File: src/hw/scr_pkg.sv
`default_nettype none

package scr_pkg;

    // line geometry
    localparam int line_w = 256;             // visible pixels per line

    // scroll plane is 2x2 pages
    localparam int plane_w_bits = 10;        // 1024 pixel wide plane
    localparam int plane_h_bits = 9;         // 512 lines tall
    localparam int page_cols    = 64;        // tiles across one page
    localparam int page_rows    = 32;        // tiles down one page
    localparam int col_bits     = $clog2(page_cols);
    localparam int row_bits     = $clog2(page_rows);

    // external memories
    localparam int map_addr_w  = 15;         // 4 page + 5 row + 6 col
    localparam int tile_addr_w = 16;         // 13 code + 3 tile row

    // APB word addresses
    localparam int apb_addr_w = 5;
    localparam logic [apb_addr_w-1:0] reg_pages  = 5'd0; // four page nibbles
    localparam logic [apb_addr_w-1:0] reg_hscr   = 5'd1;
    localparam logic [apb_addr_w-1:0] reg_vscr   = 5'd2;
    localparam logic [apb_addr_w-1:0] reg_rowscr = 5'd3;
    localparam logic [apb_addr_w-1:0] reg_ctrl   = 5'd4; // bit0 flip, bit1 rowscr_en

    // one line buffer entry
    // 1 priority + 7 palette + 3 colour
    typedef struct packed {
        logic       prio;
        logic [6:0] pal;
        logic [2:0] color;
    } pixel_t;

endpackage

`default_nettype wire

File: src/hw/scr_regs_if.sv
`default_nettype none

// live register values, register block to fetcher
interface scr_regs_if;

    logic [15:0]                      pages;     // UL, UR, LL, LR nibbles
    logic [scr_pkg::plane_w_bits-1:0] hscr;
    logic [scr_pkg::plane_h_bits-1:0] vscr;
    logic [scr_pkg::plane_w_bits-1:0] rowscr;    // replaces hscr when enabled
    logic                             rowscr_en;
    logic                             flip;

    modport regs (
        output pages, hscr, vscr, rowscr, rowscr_en, flip
    );

    // fetcher snapshots these at blank start
    modport fetch (
        input pages, hscr, vscr, rowscr, rowscr_en, flip
    );

endinterface

`default_nettype wire

File: src/hw/scr_tile_fetch.sv
`default_nettype none

module scr_tile_fetch (
    input  logic                            clk,
    input  logic                            rst,
    scr_regs_if.fetch                       regs,
    input  logic                            lhbl,
    input  logic [8:0]                      vrender,
    // tile map memory
    output logic                            map_cs,
    output logic [scr_pkg::map_addr_w-1:0]  map_addr,
    input  logic [15:0]                     map_data,
    input  logic                            map_ok,
    // tile graphics memory
    output logic                            tile_cs,
    output logic [scr_pkg::tile_addr_w-1:0] tile_addr,
    input  logic [31:0]                     tile_data,
    input  logic                            tile_ok,
    // line buffer write side
    output logic [7:0]                      wr_addr,
    output scr_pkg::pixel_t                 wr_data,
    output logic                            we
);

    typedef enum logic [1:0] {
        st_idle,
        st_map,      // waiting for map word
        st_tile,     // waiting for tile row
        st_shift     // one pixel per clock
    } state_t;

    state_t                           state;
    logic                             last_lhbl;
    logic                             blank_start;
    logic                             done;
    logic [7:0]                       col;        // output column
    logic [scr_pkg::plane_w_bits-1:0] px;         // plane x of current pixel
    logic [scr_pkg::plane_w_bits-1:0] px_nxt;
    logic [scr_pkg::plane_h_bits-1:0] py;         // plane y of this line
    logic [15:0]                      pages_s;
    logic                             flip_s;
    logic                             prio_r;
    logic [6:0]                       pal_r;
    logic [7:0]                       plane2, plane1, plane0;
    logic [8:0]                       row;
    logic [scr_pkg::plane_w_bits-1:0] start_x;
    logic [scr_pkg::plane_h_bits-1:0] start_y;
    logic                             tile_end;

    // map word address for a plane position
    function automatic logic [scr_pkg::map_addr_w-1:0] map_of(
        input logic [scr_pkg::plane_w_bits-1:0] x,
        input logic [scr_pkg::plane_h_bits-1:0] y,
        input logic [15:0]                      pg
    );
        logic [3:0] page;
        case ({y[scr_pkg::plane_h_bits-1], x[scr_pkg::plane_w_bits-1]})
            2'b00:   page = pg[15:12];   // upper left
            2'b01:   page = pg[11:8];    // upper right
            2'b10:   page = pg[7:4];     // lower left
            default: page = pg[3:0];     // lower right
        endcase
        return {page, y[scr_pkg::row_bits+2:3], x[scr_pkg::col_bits+2:3]};
    endfunction

    assign blank_start = last_lhbl & ~lhbl;
    assign row      = regs.flip ? 9'd223 - vrender : vrender;
    assign start_x  = regs.rowscr_en ? regs.rowscr : regs.hscr;
    assign start_y  = row + regs.vscr;   // wraps inside the plane
    assign px_nxt   = px + 1'b1;
    assign tile_end = px[2:0] == 3'd7;

    // control path
    always_ff @(posedge clk, posedge rst) begin
        if (rst) begin
            state     <= st_idle;
            last_lhbl <= 1'b0;
            done      <= 1'b0;
            col       <= '0;
            map_cs    <= 1'b0;
            tile_cs   <= 1'b0;
        end else begin
            last_lhbl <= lhbl;
            if (blank_start) begin       // new line, first map read
                state   <= st_map;
                done    <= 1'b0;
                col     <= '0;
                map_cs  <= 1'b1;
                tile_cs <= 1'b0;
            end else begin
                case (state)
                    st_map: if (map_ok) begin
                        map_cs  <= 1'b0;
                        tile_cs <= 1'b1;
                        state   <= st_tile;
                    end
                    st_tile: if (tile_ok) begin
                        tile_cs <= 1'b0;
                        state   <= st_shift;
                    end
                    st_shift: begin
                        col <= col + 1'b1;
                        if (col == 8'(scr_pkg::line_w - 1)) begin
                            done  <= 1'b1;   // 256 writes
                            state <= st_idle;
                        end else if (tile_end) begin
                            map_cs <= 1'b1;  // next tile
                            state  <= st_map;
                        end
                    end
                    default: ;
                endcase
            end
        end
    end

    // data path
    always_ff @(posedge clk) begin
        if (blank_start) begin
            flip_s   <= regs.flip;
            pages_s  <= regs.pages;
            px       <= start_x;
            py       <= start_y;
            map_addr <= map_of(start_x, start_y, regs.pages);
        end else begin
            case (state)
                st_map: if (map_ok) begin
                    prio_r    <= map_data[15];
                    pal_r     <= map_data[11:5];
                    tile_addr <= {map_data[12:0], py[2:0]};
                end
                st_tile: if (tile_ok) begin
                    // first tile of a line may start mid tile
                    plane2 <= tile_data[23:16] << px[2:0];
                    plane1 <= tile_data[15:8] << px[2:0];
                    plane0 <= tile_data[7:0] << px[2:0];
                end
                st_shift: begin
                    px     <= px_nxt;
                    plane2 <= plane2 << 1;
                    plane1 <= plane1 << 1;
                    plane0 <= plane0 << 1;
                    if (tile_end)
                        map_addr <= map_of(px_nxt, py, pages_s);
                end
                default: ;
            endcase
        end
    end

    // one write per shifted pixel
    assign we      = state == st_shift;
    assign wr_addr = flip_s ? 8'(scr_pkg::line_w - 1) - col : col; // mirror
    assign wr_data = {prio_r, pal_r, plane2[7], plane1[7], plane0[7]};

    // map and tile requests never overlap
    a_no_overlap: assert property (
        @(posedge clk) disable iff (rst)
        $rose(tile_cs) |-> !map_cs
    );

    // nothing written once the line is complete
    a_no_write_done: assert property (
        @(posedge clk) disable iff (rst)
        done |-> !we
    );

endmodule

`default_nettype wire

File: src/flat_wrapper.sv
// flat-port wrapper written by rule: the top's interface ports become plain ports
module scr_tile_fetch_flat 
  (clk, rst, lhbl, vrender, map_cs, map_addr, map_data, map_ok, tile_cs, tile_addr, tile_data, tile_ok, wr_addr, wr_data, we, regs_pages, regs_hscr, regs_vscr, regs_rowscr, regs_rowscr_en, regs_flip);
  scr_regs_if regs_i ();
  input  logic clk;
  input  logic rst;
  input  logic lhbl;
  input  logic [8:0] vrender;
  output logic map_cs;
  output logic [scr_pkg::map_addr_w-1:0] map_addr;
  input  logic [15:0] map_data;
  input  logic map_ok;
  output logic tile_cs;
  output logic [scr_pkg::tile_addr_w-1:0] tile_addr;
  input  logic [31:0] tile_data;
  input  logic tile_ok;
  output logic [7:0] wr_addr;
  output scr_pkg::pixel_t wr_data;
  output logic we;
  input wire logic [$bits(regs_i.pages)-1:0] regs_pages;
  input wire logic [$bits(regs_i.hscr)-1:0] regs_hscr;
  input wire logic [$bits(regs_i.vscr)-1:0] regs_vscr;
  input wire logic [$bits(regs_i.rowscr)-1:0] regs_rowscr;
  input wire logic [$bits(regs_i.rowscr_en)-1:0] regs_rowscr_en;
  input wire logic [$bits(regs_i.flip)-1:0] regs_flip;
  assign regs_i.pages = regs_pages;
  assign regs_i.hscr = regs_hscr;
  assign regs_i.vscr = regs_vscr;
  assign regs_i.rowscr = regs_rowscr;
  assign regs_i.rowscr_en = regs_rowscr_en;
  assign regs_i.flip = regs_flip;
  scr_tile_fetch u_core (.clk(clk), .rst(rst), .regs(regs_i), .lhbl(lhbl), .vrender(vrender), .map_cs(map_cs), .map_addr(map_addr), .map_data(map_data), .map_ok(map_ok), .tile_cs(tile_cs), .tile_addr(tile_addr), .tile_data(tile_data), .tile_ok(tile_ok), .wr_addr(wr_addr), .wr_data(wr_data), .we(we));
endmodule
File: config.mk
export PLATFORM = sky130hd
export DESIGN_NAME = scr_tile_fetch_flat
export DESIGN_NICKNAME = d
export VERILOG_FILES = /design/src/hw/scr_pkg.sv /design/src/hw/scr_regs_if.sv /design/src/hw/scr_tile_fetch.sv /design/src/flat_wrapper.sv
export SDC_FILE = /design/constraint.sdc
export NUM_CORES = 1
export LEC_CHECK = 0
export ABC_AREA = 1
export BUFFER_PORTS_ARGS = -buffer_cell sky130_fd_sc_hd__buf_4
export CAP_MARGIN = 25
export CORE_UTILIZATION = 40
export CTS_CLUSTER_DIAMETER = 40
export CTS_CLUSTER_SIZE = 25
export DETAILED_ROUTE_END_ITERATION = 7
export PLACE_DENSITY = 0.73
export RECOVER_POWER = 50
export SKIP_CTS_REPAIR_TIMING = 1
export SLEW_MARGIN = 20
export SYNTH_ARGS = -nofsm -noshare
export SYNTH_HDL_FRONTEND = slang
export SYNTH_SLANG_ARGS = --single-unit
File: constraint.sdc
create_clock -name clk -period 4.3 [get_ports clk]
set_input_delay 0.86 -clock clk [delete_from_list [all_inputs] [get_ports clk]]
set_output_delay 0.86 -clock clk [all_outputs]
set_load 0.05 [all_outputs]
* Word-level counts from Yosys, hierarchy flattened
Index checks and enable logic that the tools add are counted.
** Cells by class
- $add $sub $neg :: 5
- Multipliers :: 0
- Div/mod/pow operators :: 0
- Order comparisons :: 0
- Eq/ne operators :: 15
- Shift-type cells :: 3
- Multiplexer cells :: 33
- Bitwise gates (word level) :: 3
- Reduce and logical (&&, ||, !) cells :: 14
** Operators by type and width (number)
- $mux W8 :: 6
- $pmux W8 S2 :: 3
- $mux W15 :: 3
- $mux W10 :: 3
- $pmux W4 S3 :: 2
- $shl A8 B3 Y8 :: 3
- $add A10 B1 Y10 const B :: 1
- $mux W2 :: 5
- $add A9 B9 Y9 :: 1
- $mux W9 :: 1
- $ne A3 B2 Y1 const B :: 3
- $reduce_and A3 Y1 :: 3
- $sub A8 B9 Y9 const A :: 1
- $add A8 B1 Y8 const B :: 1
- $eq A2 B2 Y1 const B :: 4
- $eq A8 B8 Y1 const B :: 1
- $reduce_and A4 Y1 :: 2
- $sub A8 B8 Y8 const A :: 1
- $mux W1 :: 7
- $eq A2 B1 Y1 const B :: 3
- $pmux W2 S3 :: 1
- $reduce_bool A2 Y1 :: 3
- $reduce_bool A3 Y1 :: 2
- $logic_not A2 Y1 :: 2
- other kinds (9) :: 11
** Word-level totals
- Flip-flop bits (word level) :: 112
- Latch bits :: 0
- Memory bits (writable) :: 0
- Bits in read-only memories :: 0
- Bits of input ports :: 109
- Output and inout bits :: 53
- Logic and storage cells :: 89
- Memories kept :: 0

* Depth between registers and ports, before layout
- Depth in word-level cells :: 6
- Mapped depth :: 17
- Gate-level depth less buffers :: 16

* Worst setup path after synthesis
OpenSTA, ideal clock, no wires.
- Path kind :: in2reg
- Start point :: in lhbl
- End point :: reg u_core.plane0[0] (enable)
- Data arrival time :: 3105 ps
- Data required time :: 3858 ps
- Slack :: 753 ps
- Cell stages on the path :: 4
- Path through :: nor2_1 -> buf_6 -> clkbuf_1 -> a211oi_1
** Between the ends
- Longest elaborated chain between the ends :: 4
** Ends and longest elaborated chain
- start: declaration :: RTL line flat_wrapper.sv:7 : input logic lhbl;
- $not A1 Y1 :: RTL line scr_tile_fetch.sv:66 : assign blank_start = last_lhbl & ~lhbl;
- $and A1 B1 Y1 :: RTL line scr_tile_fetch.sv:66
- $not A1 Y1 (no source line)
- $reduce_and A3 Y1 (no source line)
- end signal: assignment :: RTL line scr_tile_fetch.sv:136 : plane0 <= tile_data[7:0] << px[2:0];
- end signal: assignment :: RTL line scr_tile_fetch.sv:142 : plane0 <= plane0 << 1;
- end: declaration :: RTL line scr_tile_fetch.sv:44 : logic [7:0] plane2, plane1, plane0;
No other way between the ends.
A chain may end at the register's enable or synchronous reset.

* Worst setup path after layout
- Start point :: in regs_flip
- End point :: reg u_core.map_addr[12] (netlist bit) (data pin)
** Between the ends
- Longest elaborated chain between the ends :: 5
** Ends and longest elaborated chain
- start: declaration :: RTL line flat_wrapper.sv:25 : input wire logic [$bits(regs_i.flip)-1:0] regs_flip;
- $mux W9 * :: RTL line scr_tile_fetch.sv:67 : assign row = regs.flip ? 9'd223 - vrender : vrender;
- $add A9 B9 Y9 * :: RTL line scr_tile_fetch.sv:69 : assign start_y = row + regs.vscr;
- $eq A2 B2 Y1 (tied with other cells) :: RTL line scr_tile_fetch.sv:57 : case ({y[scr_pkg::plane_h_bits-1], x[scr_pkg::plane_w_bits-1]})
- $pmux W4 S3 * :: RTL line scr_tile_fetch.sv:57
- $mux W15 * :: RTL line scr_tile_fetch.sv:119 : if (blank_start) begin
- end signal: assignment :: RTL line scr_tile_fetch.sv:124 : map_addr <= map_of(start_x, start_y, regs.pages);
- end signal: assignment :: RTL line scr_tile_fetch.sv:144 : map_addr <= map_of(px_nxt, py, pages_s);
- end: declaration :: RTL line scr_tile_fetch.sv:11 : output logic [scr_pkg::map_addr_w-1:0] map_addr,
Every way passes the cells marked *; elsewhere a longest branch is shown, timed or not.

==> impl_metrics.ini <==
[run_status]
status = completed

[routing]
drt-wirelength-per-cell_um = 13.4
wl_um = 12300
viasPerCell = 4.95
dr.pass1.iters = 8
via_count = 4531
ant_nets = 0
route.detailed.drc = 0
drt_iter0_markers = 312

[synthesis]
ys_warn_count = 0
synth-main-ff-cell = edfxtp_1
synthTopCellsByArea = edfxtp_1 48%, nand2_1 11%, dfrtp_1 5.7%
syn_avg_cell_area_um2 = 9.60
synth_edf_count = 92
synth_largest_area_cell = edfxtp_1
synth.most_common_cell = nand2_1
netlist_area_um2 = 5750
synth_common_cells = 174 x nand2_1, 92 x edfxtp_1, 43 x nor2_1, 42 x nand3_1, 37 x inv_1
synth_cells = 599
synth.distinct_cells = 42
synthArstFlopShare = 0.124
yosysTopAreaCellShare = 0.480
syn_nets = 725
ys_seq_area_frac = 0.537
synth_seq_cells = 105

[timing]
slew_violations = 0
slew_headroom = 0.537
hold_viol_final = 0
tns_ns = 0
skew_ns = 0.00576
timing.fmax_mhz = 332
timing.final.crit_share = 0.700
rsz0062_at_grt = false
tightest_slew_ns = 0.694
finalSetupViolCount = 0
fin_crit_ns = 3.01

[layout]
fin_area_um2 = 7040
insertedDiodeCount = 0
syn2layout_area_growth_pct = 22.3
register_area_um2 = 3090
drive_gt1_frac = 0.189
multi_input_area_um2 = 2300
nNetsFinal = 856
fillers = 1296

[power_and_ir_drop]
internal_power_mw = 2.36
switchingPower_mw = 1.52
design_power_total_mw = 3.88
power_frac_comb = 0.370
p_clk_frac = 0.220
peakVddDrop_v = 0.000197
p_leak_nw = 3.00
power_density_nw_per_um2 = 551
pwr-share-seq = 0.410
swShare = 0.391

[floorplan]
start_util = 0.413
die_h_um = 122
rows = 43
core_area_um2 = 13900
ioPinCount = 162
die_w_um = 122
dieArea_um2 = 14900

[grt]
grt_first_pass_wirelength_um = 19700
antenna_found_initial = 0
grt_max_degree = 58
grt_pass1_vias = 4105
grt_util_all_layers = 0.170
grt_overflow = 0

[clock_network]
ctsLongestPathBuffers = 2
cts_tree = yes
htreeDepth = 3
clock-root-buffer = clkbuf_16
clk_latency_ns = 0.35
cts_buffers = 9
cts.sinks = 105
cts.clk_slew.worst_paths_ns = 0.07

[worst_setup_path]
regToRegEndpoint = u_core.map_addr[12]$_DFFE_PP_
cp_max_fo = 13
worstSetupStartpointType = primary input
r2r_setup_slack_ns = 2.00
worstRegToRegCells = 9
crit_path_end_kind = flip-flop
cp_data_arrival_time_ns = 3.12
timing.rr.start = u_core.px[1]$_DFFE_PN_
criticalPathCategory = in2reg
worstPathRequired_ns = 4.41

[worst_hold_path]
hp-class = reg2reg
min_to = u_core.tile_addr[0]$_DFFE_PP_
worstHoldStart = u_core.py[0]$_DFFE_PP_
worstHoldPathCells = 0

[placed_design]
gp_congestion = 0.842
hpwl_um = 9010
portBuffers = 151
placed_area_um2 = 6940

[flow_run]
drv_cap = 0
-- cells by family after synthesis --
kind of cell,count (synthesis),synth area share
AOI/OAI and AO/OA,82,0.0927
xor gates and xnor gates,24,0.0366
adders and majority gates,17,0.0383
buffers and inverters,75,0.0657
DFF,105,0.537
muxes,9,0.0157
and+or+nand+nor,287,0.214
-- state kept, by name, indices dropped and copies added (netlist names), 2 cells and up --
register / flops
u_core.py: 9
u_core.pal_r: 6
u_core.plane2: 8
u_core.plane0: 8
u_core.pages_s: 16
u_core.col: 8
u_core.plane1: 8
u_core.map_addr: 15
u_core.tile_addr: 10
u_core.px: 10
u_core.state: 2
-- layer usage --
| metal | part of all wire | wire [um] | track usage |
|---|---|---|---|
| met1 | 0.44 | 5440 | 0.220 |
| met2 | 0.46 | 5700 | 0.267 |
| met3 | 0.072 | 879 | 0.0463 |
| met4 | 0.019 | 234 | 0.0725 |
| met5 | 0 | 0 | 0 |
-- power by group through the flow --
stage	clock (mW)	combinational [mW]	sequential (mW)
after floorplan	0	0.974	1.75
final	0.852	1.43	1.59
after detailed placement	0	1.51	1.61
after global routing	0.916	1.59	1.62
after CTS	0.874	1.51	1.59
after global placement	0	1.49	1.61
-- through the flow --
| stage | hold WS, ns | instances | util | setup WS (ns) |
|---|---|---|---|---|
| 5_1_grt | 0.441 | 915 | 0.505 | 1.11 |
| 4_1_cts | 0.428 | 915 | 0.520 | 1.58 |
| 6_report | 0.424 | 915 | 0.505 | 1.29 |
| 3_5_place_dp | 0.406 | 899 | 0.498 | 1.20 |
| 3_3_place_gp | 0.401 | 899 | 0.498 | 1.25 |
| 2_1_floorplan | 0.400 | 599 | - | 0.753 |
-- placed cells by master (no fill, tap or decap), types with 2 or more instances in the layout --
| cell | netlist | routed |
|---|---|---|
| a211oi_1 | 3 | 2 |
| nand4_1 | 7 | 7 |
| a21oi_1 | 15 | 15 |
| nand2_4 | 3 | 3 |
| xor2_1 | 22 | 22 |
| dfrtp_1 | 13 | 13 |
| o221ai_1 | 12 | 12 |
| nand2_2 | 3 | 3 |
| ha_1 | 16 | 16 |
| xnor2_1 | 2 | 2 |
| clkbuf_1 | 12 | 55 |
| o21bai_2 | 4 | 4 |
| nor3_1 | 3 | 3 |
| o21ai_0 | 32 | 32 |
| buf_4 | 12 | 80 |
| or2_2 | 2 | 2 |
| a31oi_1 | 3 | 3 |
| nand3_1 | 42 | 42 |
| mux2i_1 | 9 | 9 |
| nand3_2 | 2 | 2 |
| o22ai_1 | 5 | 5 |
| inv_1 | 37 | 37 |
| clkbuf_4 | 0 | 22 |
| clkinv_4 | 0 | 2 |
| nand2_1 | 174 | 174 |
| clkbuf_16 | 0 | 9 |
| nand3b_1 | 6 | 6 |
| edfxtp_1 | 92 | 92 |
| nor2_1 | 43 | 43 |
| inv_6 | 0 | 3 |
| o31ai_1 | 2 | 2 |
-- critical path, stage by stage --
cell      delay [ns]
clkbuf_1        0.44
xor2_1          0.15
ha_1            0.23
fa_1            0.41
nand3_1         0.10
nand3_2         0.10
nand2_1         0.13
nand3_2         0.17
nand2_4         0.21
nand3b_1        0.10
nand2_1         0.06
inv_1           0.04
nand2_1         0.05
nand2_1         0.05
-- how the worst max path moves through the flow --
stage               slack, ns  cells after the start       from                        endpoint
global placement         1.25                     14  regs_flip   u_core.map_addr[12]$_DFFE_PP_
global route             1.11                     14  regs_flip   u_core.map_addr[12]$_DFFE_PP_
floorplan                0.75                      4       lhbl  u_core.plane0[0]$_SDFFCE_PP0P_
detailed placement       1.20                     14  regs_flip   u_core.map_addr[12]$_DFFE_PP_
CTS                      1.58                     14  regs_flip   u_core.map_addr[12]$_DFFE_PP_
finish                   1.29                     14  regs_flip   u_core.map_addr[12]$_DFFE_PP_
-- final cells by class --
cell class              instances  share of cell area
multi-input cells             419               0.327
clock inverters                 7              0.0121
flip-flops and latches        105               0.439
repair buffers                157               0.138
well taps                     180              0.0320
inverters                      38              0.0203
clock buffers                   9              0.0320
(Power assumes the default switching activity.)
