$ cat src/hw/scr_pkg.sv
`default_nettype none

package scr_pkg;

    // line geometry
    localparam int line_w = 256;             // visible pixels per line

    // scroll plane is 2x2 pages
    localparam int plane_w_bits = 10;        // 1024 pixel wide plane
    localparam int plane_h_bits = 9;         // 512 lines tall
    localparam int page_cols    = 64;        // tiles across one page
    localparam int page_rows    = 32;        // tiles down one page
    localparam int col_bits     = $clog2(page_cols);
    localparam int row_bits     = $clog2(page_rows);

    // external memories
    localparam int map_addr_w  = 15;         // 4 page + 5 row + 6 col
    localparam int tile_addr_w = 16;         // 13 code + 3 tile row

    // APB word addresses
    localparam int apb_addr_w = 5;
    localparam logic [apb_addr_w-1:0] reg_pages  = 5'd0; // four page nibbles
    localparam logic [apb_addr_w-1:0] reg_hscr   = 5'd1;
    localparam logic [apb_addr_w-1:0] reg_vscr   = 5'd2;
    localparam logic [apb_addr_w-1:0] reg_rowscr = 5'd3;
    localparam logic [apb_addr_w-1:0] reg_ctrl   = 5'd4; // bit0 flip, bit1 rowscr_en

    // one line buffer entry
    // 1 priority + 7 palette + 3 colour
    typedef struct packed {
        logic       prio;
        logic [6:0] pal;
        logic [2:0] color;
    } pixel_t;

endpackage

`default_nettype wire

$ cat src/hw/scr_regs_if.sv
`default_nettype none

// live register values, register block to fetcher
interface scr_regs_if;

    logic [15:0]                      pages;     // UL, UR, LL, LR nibbles
    logic [scr_pkg::plane_w_bits-1:0] hscr;
    logic [scr_pkg::plane_h_bits-1:0] vscr;
    logic [scr_pkg::plane_w_bits-1:0] rowscr;    // replaces hscr when enabled
    logic                             rowscr_en;
    logic                             flip;

    modport regs (
        output pages, hscr, vscr, rowscr, rowscr_en, flip
    );

    // fetcher snapshots these at blank start
    modport fetch (
        input pages, hscr, vscr, rowscr, rowscr_en, flip
    );

endinterface

`default_nettype wire

$ cat src/hw/scr_apb_regs.sv
`default_nettype none

module scr_apb_regs (
    input  logic                           clk,
    input  logic                           rst,
    input  logic                           psel,
    input  logic                           penable,
    input  logic                           pwrite,
    input  logic [scr_pkg::apb_addr_w-1:0] paddr,
    input  logic [31:0]                    pwdata,
    output logic [31:0]                    prdata,
    output logic                           pready,
    output logic                           pslverr,
    scr_regs_if.regs                       regs
);

    logic [15:0]                      pages_q;
    logic [scr_pkg::plane_w_bits-1:0] hscr_q;
    logic [scr_pkg::plane_h_bits-1:0] vscr_q;
    logic [scr_pkg::plane_w_bits-1:0] rowscr_q;
    logic [1:0]                       ctrl_q;    // {rowscr_en, flip}
    logic                             access;
    logic                             addr_ok;
    logic                             wr_en;

    assign access  = psel & penable;             // access phase
    assign addr_ok = paddr <= scr_pkg::reg_ctrl;
    assign wr_en   = access & pwrite & addr_ok;  // bad address writes nothing

    always_ff @(posedge clk, posedge rst) begin
        if (rst) begin
            pages_q  <= '0;
            hscr_q   <= '0;
            vscr_q   <= '0;
            rowscr_q <= '0;
            ctrl_q   <= '0;
        end else if (wr_en) begin
            case (paddr)
                scr_pkg::reg_pages:  pages_q  <= pwdata[15:0];
                scr_pkg::reg_hscr:   hscr_q   <= pwdata[scr_pkg::plane_w_bits-1:0];
                scr_pkg::reg_vscr:   vscr_q   <= pwdata[scr_pkg::plane_h_bits-1:0];
                scr_pkg::reg_rowscr: rowscr_q <= pwdata[scr_pkg::plane_w_bits-1:0];
                default:             ctrl_q   <= pwdata[1:0]; // only reg_ctrl left
            endcase
        end
    end

    // read mux, upper bits zero
    always_comb begin
        prdata = '0;
        case (paddr)
            scr_pkg::reg_pages:  prdata[15:0] = pages_q;
            scr_pkg::reg_hscr:   prdata[scr_pkg::plane_w_bits-1:0] = hscr_q;
            scr_pkg::reg_vscr:   prdata[scr_pkg::plane_h_bits-1:0] = vscr_q;
            scr_pkg::reg_rowscr: prdata[scr_pkg::plane_w_bits-1:0] = rowscr_q;
            scr_pkg::reg_ctrl:   prdata[1:0] = ctrl_q;
            default:             prdata = '0;
        endcase
    end

    assign pready  = 1'b1;                       // zero wait states
    assign pslverr = access & ~addr_ok;

    // live values out to the fetcher
    assign regs.pages     = pages_q;
    assign regs.hscr      = hscr_q;
    assign regs.vscr      = vscr_q;
    assign regs.rowscr    = rowscr_q;
    assign regs.flip      = ctrl_q[0];
    assign regs.rowscr_en = ctrl_q[1];

    // setup phase must come first
    a_setup_first: assert property (
        @(posedge clk) disable iff (rst)
        penable |-> $past(psel)
    );

    // address held from setup into access
    a_addr_stable: assert property (
        @(posedge clk) disable iff (rst)
        psel && penable |-> $stable(paddr)
    );

endmodule

`default_nettype wire

$ cat src/flat_wrapper.sv
// flat-port wrapper written by rule: the top's interface ports become plain ports
module scr_apb_regs_flat 
  (clk, rst, psel, penable, pwrite, paddr, pwdata, prdata, pready, pslverr, regs_pages, regs_hscr, regs_vscr, regs_rowscr, regs_rowscr_en, regs_flip);
  scr_regs_if regs_i ();
  input  logic clk;
  input  logic rst;
  input  logic psel;
  input  logic penable;
  input  logic pwrite;
  input  logic [scr_pkg::apb_addr_w-1:0] paddr;
  input  logic [31:0] pwdata;
  output logic [31:0] prdata;
  output logic pready;
  output logic pslverr;
  output wire logic [$bits(regs_i.pages)-1:0] regs_pages;
  output wire logic [$bits(regs_i.hscr)-1:0] regs_hscr;
  output wire logic [$bits(regs_i.vscr)-1:0] regs_vscr;
  output wire logic [$bits(regs_i.rowscr)-1:0] regs_rowscr;
  output wire logic [$bits(regs_i.rowscr_en)-1:0] regs_rowscr_en;
  output wire logic [$bits(regs_i.flip)-1:0] regs_flip;
  assign regs_pages = regs_i.pages;
  assign regs_hscr = regs_i.hscr;
  assign regs_vscr = regs_i.vscr;
  assign regs_rowscr = regs_i.rowscr;
  assign regs_rowscr_en = regs_i.rowscr_en;
  assign regs_flip = regs_i.flip;
  scr_apb_regs u_core (.clk(clk), .rst(rst), .psel(psel), .penable(penable), .pwrite(pwrite), .paddr(paddr), .pwdata(pwdata), .prdata(prdata), .pready(pready), .pslverr(pslverr), .regs(regs_i));
endmodule
$ cat config.mk
export PLATFORM = sky130hd
export DESIGN_NAME = scr_apb_regs_flat
export DESIGN_NICKNAME = d
export VERILOG_FILES = /design/src/hw/scr_pkg.sv /design/src/hw/scr_regs_if.sv /design/src/hw/scr_apb_regs.sv /design/src/flat_wrapper.sv
export SDC_FILE = /design/constraint.sdc
export NUM_CORES = 1
export LEC_CHECK = 0
export BUFFER_PORTS_ARGS = -buffer_cell sky130_fd_sc_hd__buf_2
export CORE_ASPECT_RATIO = 1.1
export CORE_MARGIN = 1.5
export CORE_UTILIZATION = 45
export DETAILED_ROUTE_END_ITERATION = 7
export GPL_TIMING_DRIVEN = 1
export PLACE_DENSITY_LB_ADDON = 0.15
export SLEW_MARGIN = 40
export SYNTH_ARGS = -nofsm -noshare
export SYNTH_HDL_FRONTEND = slang
export SYNTH_SLANG_ARGS = --single-unit
$ cat constraint.sdc
create_clock -name clk -period 1.4 [get_ports clk]
set_input_delay 0 -clock clk [delete_from_list [all_inputs] [get_ports clk]]
set_output_delay 0 -clock clk [all_outputs]
set_load 0.01 [all_outputs]
# Word-level counts from Yosys, hierarchy flattened

Index checks and enable logic that the tools add are counted.

Output and inout port bits: 81
Bits of input ports: 42
Register bits after elaboration: 47
Logic and storage cells: 27

Reduce and logical (&&, ||, !) cells: 7
Eq/ne operators: 4
Bitwise gates (word level): 6
Magnitude comparators: 1
Muxes and demuxes: 4

Operator list:

| cell                                                                              | count |
|---|---|
| 7-bit case mux with 4 select lines                                                | 1 |
| 5-bit by 2-bit == test with 1-bit output (second input constant)                  | 2 |
| 2-bit case mux with 5 select lines                                                | 1 |
| 2-bit AND reduction                                                               | 5 |
| 6-bit 2-to-1 mux                                                                  | 1 |
| 5-bit by 1-bit == test with 1-bit output (second input constant)                  | 1 |
| 5-bit by 3-bit == test with 1-bit output (second input constant)                  | 1 |
| 5-bit by 3-bit less-or-equal comparator with 1-bit output (second input constant) | 1 |
| 5-bit zero test                                                                   | 1 |
| 1-bit AND                                                                         | 4 |
| 4-bit OR reduction                                                                | 1 |
| 1-bit case mux with 3 select lines                                                | 1 |
| 1-bit inverter                                                                    | 2 |

# Logic depth before layout (Yosys ltp)

Gate-level depths: netlist (run 1).

Depth after elaboration: 4
Mapped depth: 5
Depth with buffers taken out: 3

# Worst setup path before layout (run 1)

OpenSTA, ideal clock, no wires.

Kind: input to register
Start point: in paddr[4] (netlist bit)
End point: reg u_core.rowscr_q, in the netlist u_core.regs.rowscr[0]
Path buffers: 1
Slack: 0.069 ns
Library setup time: 0.125 ns
Stages on the path: 4
Arrival time: 1.206 ns
Required time: 1.275 ns
Cells stage by stage: or4b_1 > buf_4 > nor2_8 > mux2_2

Cells in the longest elaborated chain, start to end: 3
Elaborated cells on any way between the ends: 4
Those cells by class: order compare: 1; eq/ne: 1; bitwise: 1; reduce/logical: 1

Ends and longest elaborated chain:

| what                                                      | RTL line           | source |
|---|---|---|
| start, declared                                           | flat_wrapper.sv:10 | `input logic [scr_pkg::apb_addr_w-1:0] paddr;` |
| 5-bit by 3-bit less-or-equal comparator with 1-bit output | scr_apb_regs.sv:27 | `assign addr_ok = paddr <= scr_pkg::reg_ctrl;` |
| 1-bit AND                                                 | scr_apb_regs.sv:28 | `assign wr_en = access & pwrite & addr_ok;` |
| 2-bit AND reduction (no source line) (*)                  | -                  |  |
| end signal, assigned                                      | scr_apb_regs.sv:42 | `scr_pkg::reg_rowscr: rowscr_q <= pwdata[scr_pkg::plane_w_bits-1:0];` |
| end, declared                                             | scr_apb_regs.sv:20 | `logic [scr_pkg::plane_w_bits-1:0] rowscr_q;` |

Every way passes the cells marked *; elsewhere a longest branch is shown, timed or not.
A chain may end at the register's enable or synchronous reset.

# Worst setup path in the final report (run 1)

Start point: reg u_core.rowscr_q, in the netlist u_core.regs.rowscr[5]
End point: out prdata[5]

Cells in the longest elaborated chain, start to end: 1

Ends and longest elaborated chain:

| what                               | RTL line           | source |
|---|---|---|
| 7-bit case mux with 4 select lines | scr_apb_regs.sv:51 | `case (paddr)` |
| end, declared                      | flat_wrapper.sv:12 | `output logic [31:0] prdata;` |

Every way passes these cells.

==> results.py, run 1 <==
metrics = {
    "cells_and_area": {
        "mostFrequentLayoutCells": "88 x buf_2, 47 x dfrtp_1, 46 x mux2_2",
        "nNetsFinal": 352,
        "diodes": 0,
        "final_area_sq_um": 3400,
        "drive_above_1_share": 0.645,
        "areaGrowthSynthToFinish_pct": 41.6,
        "layout_commonest_cell": "buf_2",
    },
    "floorplan": {
        "die_y_um": 79.6,
        "die_w_um": 72.6,
        "design.core.area_sq_um": 5070,
        "dieArea_sq_um": 5780,
        "start_util": 0.473,
        "io_pins": 123,
        "fp-row-count": 27,
    },
    "pwr": {
        "p_leak_nw": 1.94,
        "power_density_nw_per_um2": 886,
        "irDropWorstVdd_uv": 660,
    },
    "detailed_routing": {
        "drc": 0,
        "viasPerCell": 5.04,
        "ant_nets": 0,
        "wl_per_cell_um": 16.3,
        "wl_um": 6000,
        "drt-pass1-iter-count": 4,
        "drtIter0Drc": 65,
        "dr_total_vias": 1854,
    },
    "flow_run": {
        "timing.max_cap.violations": 0,
    },
    "worst_setup_path": {
        "worstSetupStartpointType": "register",
        "timing.critical_path.cells": "mux4_2 > and2_1 > buf_2",
        "cpPeakStageDelay_ns": 0.46,
        "required_ns": 1.40,
        "cp-end-kind": "output port",
        "crit_type": "reg2out",
        "reg2reg_to": "u_core.regs.rowscr[4]$_DFFE_PP0P_",
        "ff2ff_setup_slack_ns": 0.40,
        "worstPathMaxFanout": 3,
        "r2r.worst_path.cells": 3,
        "critical_path_arrival_ns": 1.44,
        "rr_startpoint": "u_core.regs.rowscr[4]$_DFFE_PP0P_",
        "slowest_stage": "mux4_2",
    },
    "clock_tree": {
        "cts_root_buffer": "clkbuf_8",
        "cts_sinks": 47,
        "cts_buffers": 5,
        "clock_latency_ns": 0.30,
        "clk_pin_slew_worst_paths_ns": 0.08,
        "cts-htree-levels": 2,
        "clockBufferDepth": 2,
        "cts_tree": "built",
    },
    "synthesis": {
        "synth_top_family_by_area": "multiplexers",
        "syn_avg_cell_area_sq_um": 14.4,
        "yosys_warnings": 0,
        "synth_cell_type_count": 31,
        "synth_cells": 166,
        "ys_ff_latch": 47,
        "synth_compound_area_frac": 0.0188,
        "synthAdderAreaFrac": 0,
        "seq_area_frac_synth": 0.490,
        "synth_simple_gate_area_frac": 0.109,
        "synth_mux_area_frac": 0.308,
        "synthXorXnorAreaFrac": 0,
        "netlist_area_sq_um": 2400,
    },
    "timing": {
        "rsz0062_at_grt": "yes",
        "setup_viol": 7,
        "final-hold-violation-count": 0,
        "fin_crit_ns": 1.44,
        "final_max_slew_viol_count": 0,
        "fmax_ghz": 0.692,
        "setup_slack_ns": -0.0445,
        "fin_crit_sh": 1.03,
        "fin_skew_ns": 0,
    },
    "hold_path": {
        "min_from": "pwdata[0]",
        "min_to": "u_core.ctrl_q[0]$_DFFE_PP0P_",
        "hold_depth": 2,
        "hold_path_class": "in2reg",
    },
    "place": {
        "hpwl_um": 4130,
        "post-place-ws_ns": -0.145,
        "placed_area_sq_um": 3010,
        "portBuffers": 89,
        "gp_routability_congestion": 0.810,
    },
    "global_route": {
        "grt_pass1_wl_um": 9450,
        "grt_max_degree": 30,
        "grt.total_usage": 0.218,
        "grt_pass1_vias": 1898,
        "overflow": 0,
        "antenna_found_initial": 0,
    },
    "status": {
        "status": "finished with violations",
        "violations": "setup timing",
    },
}
[metrics by stage]
| stage | cells | util | total power [mW] | TNS, ns | hold slack [ns] |
|---|---|---|---|---|---|
| finish | 368 | 0.670 | 3.01 | -0.213 | 0.00135 |
| global route | 368 | 0.670 | 3.15 | -0.573 | 0.00240 |
| CTS | 363 | 0.661 | 3.01 | -0.230 | 0.00501 |
| detailed placement | 328 | 0.594 | 2.11 | -5.56 | 0.0185 |
| floorplan | 181 | - | 1.88 | 0 | 0.0974 |
| global placement | 328 | 0.594 | 2.10 | -5.26 | 0.0237 |
[critical path, delay by kind of cell (launching register included)]
kind                   cells  cell delay (ns)
buffers and inverters      1             0.13
DFF                        1             0.40
muxes                      1             0.46
and+or+nand+nor            1             0.16
[cells by family after synthesis]
logic type,after synthesis
mux,58
flops,47
simple gates,30
buf+inv,23
compound gates,6
other cells,2
[cell usage after synthesis, drive strengths merged]
library cell   n  share of area
mux2          48           0.23
dfrtp         47           0.49
buf           21          0.068
and2          13          0.034
mux4           7          0.067
nor2           4          0.030
mux2i          3          0.013
a32oi          2         0.0073
conb           2         0.0031
nand2          2         0.0031
nor3           2         0.0042
or4b           2         0.0099
a211oi         1         0.0031
clkbuf         1         0.0016
inv            1         0.0016
nand3          1         0.0021
nand4          1         0.0026
nand4b         1         0.0099
nor2b          1         0.0026
nor3b          1         0.0031
nor4           1         0.0026
o21ai          1         0.0021
o221ai         1         0.0037
o22ai          1         0.0026
or4            1         0.0047
[layout make-up]
type / count / area (sq um)
Clock inverter: 1 / 5.00
Inverter: 1 / 3.75
Timing Repair Buffer: 144 / 942
Clock buffer: 6 / 82.6
Tap cell: 58 / 72.6
Multi-Input combinational cell: 111 / 1110
Sequential cell: 47 / 1180
Fill cell: 418 / 1670
[how the worst max path moves through the flow]
stage,from,end,slack [ns],cells past startpoint
6_report,u_core.regs.rowscr[5]$_DFFE_PP0P_,prdata[5],-0.04,3
5_1_grt,u_core.regs.rowscr[2]$_DFFE_PP0P_,prdata[2],-0.09,3
4_1_cts,u_core.regs.rowscr[2]$_DFFE_PP0P_,prdata[2],-0.04,3
3_5_place_dp,paddr[4],u_core.regs.rowscr[5]$_DFFE_PP0P_,-0.15,5
3_3_place_gp,paddr[2],u_core.regs.vscr[5]$_DFFE_PP0P_,-0.14,6
2_1_floorplan,paddr[4],u_core.regs.rowscr[0]$_DFFE_PP0P_,0.07,4
[flip-flops by register name, summed over array words and instances, names as in the netlist]
| signal | count |
|---|---|
| u_core.regs.vscr | 9 |
| u_core.regs.pages | 16 |
| u_core.ctrl_q | 2 |
| u_core.regs.rowscr | 10 |
| u_core.regs.hscr | 10 |
[where the power goes]
part | switching [mW] | internal [mW]
Clock | 0.439 | 0.388
Combinational | 0.287 | 0.346
Sequential | 0.0794 | 1.47
Total | 0.805 | 2.20
[timing repair]
action / in CTS / in global routing
endpoints found under the setup margin: 7 / 8
hold buffers: 16 / 0
endpoints found under the hold margin: 60 / 0
gates resized for setup: 3 / 2
buffers inserted: 12 / 5
pin swaps: 7 / 1
[layer usage]
layer	track usage	vias up	share of wire
met1	0.287	925	0.45
met3	0.0505	5	0.042
li1	-	856	-
met4	0.0566	0	0.0073
met2	0.361	68	0.50
met5	0	-	0
No activity file was read; power rests on OpenSTA's default activity.
==> run 2, diff against run 1 <==
Settings changed: REMOVE_ABC_BUFFERS from default to 1.
==> results.py, run 2 (synthesized netlist as in run 1, its figures left out) <==
metrics = {
    "clock_tree": {
        "cts_tree": "built",
        "cts-htree-levels": 2,
        "cts_sinks": 47,
        "clockBufferDepth": 2,
        "clk_pin_slew_worst_paths_ns": 0.09,
        "clock_latency_ns": 0.29,
        "cts_buffers": 5,
        "cts_root_buffer": "clkbuf_8",
    },
    "timing": {
        "fin_crit_ns": 1.45,
        "rsz0062_at_grt": "yes",
        "fin_skew_ns": 0,
        "final-hold-violation-count": 0,
        "setup_viol": 7,
        "final_max_slew_viol_count": 0,
        "fin_crit_sh": 1.04,
        "fmax_ghz": 0.689,
        "setup_slack_ns": -0.0505,
    },
    "cells_and_area": {
        "stdcell_count": 363,
        "layout_commonest_cell": "buf_2",
        "final.fill_count": 397,
        "largest_reg_flops": 16,
        "diodes": 0,
        "mostFrequentLayoutCells": "86 x buf_2, 47 x dfrtp_1, 45 x mux2_2",
        "nNetsFinal": 346,
        "finish.utilization": 0.668,
        "drive_above_1_share": 0.643,
        "areaGrowthSynthToFinish_pct": 41.1,
    },
    "global_route": {
        "grt_pass1_vias": 1823,
        "grt_max_degree": 30,
        "grt.total_usage": 0.214,
        "grt_pass1_wl_um": 9330,
        "overflow": 0,
        "antenna_found_initial": 0,
    },
    "detailed_routing": {
        "drt-pass1-iter-count": 4,
        "drc": 0,
        "ant_nets": 0,
        "viasPerCell": 5.07,
        "wl_um": 5940,
        "wl_per_cell_um": 16.4,
        "drtIter0Drc": 54,
        "dr_total_vias": 1841,
    },
    "hold_path": {
        "min_from": "penable",
        "hold_path_class": "in2reg",
        "hold_depth": 4,
        "min_to": "u_core.ctrl_q[1]$_DFFE_PP0P_",
    },
    "worst_setup_path": {
        "crit_type": "reg2out",
        "ff2ff_setup_slack_ns": 0.38,
        "reg2reg_to": "u_core.regs.vscr[7]$_DFFE_PP0P_",
        "critical_path_arrival_ns": 1.45,
        "cp-end-kind": "output port",
        "worstSetupStartpointType": "register",
        "rr_startpoint": "u_core.regs.vscr[7]$_DFFE_PP0P_",
        "worstPathMaxFanout": 3,
        "required_ns": 1.40,
        "r2r.worst_path.cells": 3,
    },
    "floorplan": {
        "design.core.area_sq_um": 5070,
        "io_pins": 123,
        "die_y_um": 79.6,
        "fp-row-count": 27,
        "start_util": 0.473,
        "dieArea_sq_um": 5780,
        "die_w_um": 72.6,
    },
    "pwr": {
        "irDropWorstVdd_uv": 783,
        "power_density_nw_per_um2": 954,
        "p_leak_nw": 1.93,
        "p_total_mw": 3.23,
    },
    "status": {
        "violations": "setup timing",
        "status": "finished with violations",
    },
    "place": {
        "portBuffers": 89,
        "hpwl_um": 4060,
        "gp_routability_congestion": 0.748,
        "placed_cells": 322,
    },
    "flow_run": {
        "timing.max_cap.violations": 0,
    },
}
run 2: cell types whose count changed in the layout (fill, tap and decap cells not counted), sizes merged:
cell | before | now
buf | 128 | 121
bufinv | 0 | 1
clkinv | 1 | 0
dlygate4sd3 | 16 | 17
inv | 1 | 2
run 2: area by class of cell:
| type | instances | area [sq um] | area share |
|---|---|---|---|
| clock inverter | 2 | 38.8 | 0.0115 |
| sequential | 47 | 1180 | 0.348 |
| multi-input combinational | 111 | 1120 | 0.332 |
| inverter | 1 | 3.75 | 0.00111 |
| timing repair buffer | 138 | 887 | 0.262 |
| tap | 58 | 72.6 | 0.0214 |
| clock buffer | 6 | 82.6 | 0.0244 |
run 2: layer usage:
| metal | track usage | vias up | part of all wire |
|---|---|---|---|
| met1 | 0.281 | 921 | 0.43 |
| met4 | 0.0528 | 0 | 0.0069 |
| met5 | 0 | - | 0 |
| met2 | 0.363 | 74 | 0.52 |
| li1 | - | 842 | - |
| met3 | 0.0404 | 4 | 0.049 |
run 2: through the flow:
stage                     cell area [sq um]  worst slack [ns]  setup TNS (ns)  hold slack [ns]
after global placement                 2940            -0.202           -7.10           0.0296
after detailed placement               2940            -0.196           -7.38           0.0326
after CTS                              3310           -0.0543          -0.280            0.207
final                                  3380           -0.0505          -0.148            0.217
after floorplan                        2290           -0.0385          -0.745           0.0974
after global routing                   3380            -0.102          -0.553            0.221
run 2: how the worst max path moves through the flow:
stage	startpoint	endpoint	depth (start not counted)
6_report	u_core.regs.rowscr[3]$_DFFE_PP0P_	prdata[3]	3
5_1_grt	u_core.regs.rowscr[2]$_DFFE_PP0P_	prdata[2]	3
4_1_cts	u_core.regs.rowscr[2]$_DFFE_PP0P_	prdata[2]	3
3_5_place_dp	paddr[2]	u_core.regs.vscr[4]$_DFFE_PP0P_	5
3_3_place_gp	paddr[2]	u_core.regs.vscr[6]$_DFFE_PP0P_	5
2_1_floorplan	paddr[4]	u_core.regs.rowscr[0]$_DFFE_PP0P_	3
run 2: worst max-delay path, cell delays in order, from the launching register on:
cell and delay (ns):
dfrtp_1 0.41, mux4_2 0.46, and2_1 0.16, buf_2 0.13
run 2: power breakdown:
| group | internal (mW) | total [mW] | switching (mW) |
|---|---|---|---|
| registers | 1.47 | 1.55 | 0.0773 |
| logic | 0.346 | 0.636 | 0.290 |
| clock network | 0.587 | 1.05 | 0.459 |
run 2: repair_timing:
| item | 4_1_cts | 5_1_grt |
|---|---|---|
| buffers inserted | 11 | 5 |
| hold buffers | 17 | 0 |
| setup endpoints to repair | 7 | 8 |
| pin swaps | 7 | 2 |
| hold endpoints to repair | 63 | 0 |
| gates resized for setup | 1 | 9 |
| cloned | 0 | 0 |
==> run 3, diff against run 2 <==
Settings changed: CORE_MARGIN 1.5 to default.
==> results.py, run 3 (synthesized netlist as in run 1, its figures left out) <==
metrics = {
    "timing": {
        "final-hold-violation-count": 0,
        "setup-tns-final_ns": -0.184,
        "fin_crit_sh": 1.03,
        "fin_skew_ns": 0,
        "setup_viol": 7,
        "final_max_slew_viol_count": 0,
        "fmax_ghz": 0.696,
        "setup_slack_ns": -0.0376,
        "rsz0062_at_grt": "yes",
        "fin_crit_ns": 1.44,
    },
    "pwr": {
        "switching_share": 0.259,
        "netSwitchingPower_mw": 0.851,
        "p_int_mw": 2.43,
        "irDropWorstVdd_uv": 678,
        "power_density_nw_per_um2": 927,
        "p_leak_nw": 2.02,
        "combinationalPowerShare": 0.208,
        "pwr-share-seq": 0.470,
        "clkPwrFrac": 0.322,
    },
    "floorplan": {
        "dieArea_sq_um": 5630,
        "start_util": 0.473,
        "design.core.area_sq_um": 5070,
        "die_y_um": 78.6,
        "die_w_um": 71.6,
        "io_pins": 123,
        "fp-row-count": 27,
    },
    "hold_path": {
        "hold_path_class": "in2reg",
        "hold_depth": 4,
        "min_from": "penable",
        "min_to": "u_core.ctrl_q[1]$_DFFE_PP0P_",
    },
    "clock_tree": {
        "clk_pin_slew_worst_paths_ns": 0.09,
        "cts_sinks": 47,
        "clock_latency_ns": 0.30,
        "cts_buffers": 5,
        "cts_root_buffer": "clkbuf_8",
        "cts_tree": "built",
        "clockBufferDepth": 2,
        "cts-htree-levels": 2,
    },
    "worst_setup_path": {
        "crit_buf_inv": 1,
        "rr_startpoint": "u_core.regs.rowscr[5]$_DFFE_PP0P_",
        "critPathTopFamily": "multiplexers",
        "ff2ff_setup_slack_ns": 0.37,
        "required_ns": 1.40,
        "timing.critical_path.cells": "mux4_2 > and2_4 > buf_6",
        "reg2reg_to": "u_core.regs.rowscr[5]$_DFFE_PP0P_",
        "crit_type": "reg2out",
        "worstPathMaxFanout": 2,
        "worstSetupStartpointType": "register",
        "critical_path_arrival_ns": 1.44,
        "cp-end-kind": "output port",
        "r2r.worst_path.cells": 3,
        "slowest_stage": "mux4_2",
        "cpPeakStageDelay_ns": 0.47,
    },
    "global_route": {
        "grt.total_usage": 0.230,
        "grt_pass1_vias": 1839,
        "grt_pass1_wl_um": 9650,
        "antenna_found_initial": 0,
        "overflow": 0,
        "grt_max_degree": 28,
    },
    "status": {
        "status": "finished with violations",
        "violations": "setup timing",
    },
    "detailed_routing": {
        "dr_total_vias": 1924,
        "wl_per_cell_um": 16.4,
        "drtIter0Drc": 53,
        "ant_nets": 0,
        "drc": 0,
        "wl_um": 6190,
        "drt-pass1-iter-count": 4,
        "viasPerCell": 5.09,
    },
    "place": {
        "portBuffers": 89,
        "gp_routability_congestion": 0.742,
        "hpwl_um": 4160,
    },
    "cells_and_area": {
        "final.fill_count": 377,
        "areaGrowthSynthToFinish_pct": 47.8,
        "finish.utilization": 0.700,
        "largest_reg_flops": 16,
        "drive_above_1_share": 0.669,
        "layout_commonest_cell": "buf_2",
        "diodes": 0,
        "mostFrequentLayoutCells": "83 x buf_2, 47 x dfrtp_1, 46 x mux2_2",
        "nNetsFinal": 361,
        "register_area_sq_um": 1180,
        "multi_input_area_sq_um": 1130,
    },
    "flow_run": {
        "timing.max_cap.violations": 0,
    },
}
==> run 3: area by class of cell <==
| class | count | area share |
|---|---|---|
| multi-input cells | 111 | 0.318 |
| flip-flops and latches | 47 | 0.332 |
| clock buffers | 6 | 0.0233 |
| inverters | 1 | 0.00106 |
| repair buffers | 153 | 0.294 |
| well taps | 58 | 0.0205 |
| clock inverters | 2 | 0.0109 |
==> run 3: what timing repair did <==
action | 4_1_cts | 5_1_grt
setup buffers | 21 | 6
endpoints found under the hold margin | 58 | 1
hold buffers | 16 | 1
resized for setup | 5 | 10
endpoints found under the setup margin | 7 | 8
pin swaps | 6 | 2
==> run 3: metal layers <==
layer  track usage  wire, um
met5             0         0
met4        0.0647        68
met3        0.0398       253
met2         0.394      3280
met1         0.299      2590
==> run 3: per-stage QoR <==
stage	power [mW]	worst slack (ns)	cell area [sq um]	instances	hold slack (ns)
floorplan	1.83	-0.0385	2290	159	0.0974
global placement	2.10	-0.120	2990	326	0.0470
detailed placement	2.11	-0.129	2990	326	0.0474
CTS	3.28	-0.0524	3450	371	0.0000459
global route	3.45	-0.0886	3540	378	0.218
finish	3.28	-0.0376	3540	378	0.212
==> run 3: worst register-to-register path, stage by stage, from the launching register on <==
cell     delay, ns
dfrtp_1       0.41
buf_4         0.13
buf_4         0.12
mux2_2        0.26
==> run 3: power groups by stage <==
stage	clock network [mW]	registers, mW	logic (mW)
2_1_floorplan	0	1.62	0.216
3_3_place_gp	0	1.58	0.522
3_5_place_dp	0	1.58	0.531
4_1_cts	1.08	1.54	0.655
5_1_grt	1.15	1.56	0.737
6_report	1.06	1.55	0.683
==> run 3: how the worst max path moves through the flow <==
stage | startpoint | cells after the start | to
finish | u_core.regs.rowscr[5]$_DFFE_PP0P_ | 3 | prdata[5]
global route | u_core.regs.hscr[3]$_DFFE_PP0P_ | 3 | prdata[3]
CTS | u_core.regs.hscr[3]$_DFFE_PP0P_ | 3 | prdata[3]
detailed placement | paddr[2] | 6 | u_core.regs.pages[2]$_DFFE_PP0P_
global placement | paddr[2] | 6 | u_core.regs.pages[9]$_DFFE_PP0P_
floorplan | paddr[4] | 3 | u_core.regs.rowscr[0]$_DFFE_PP0P_
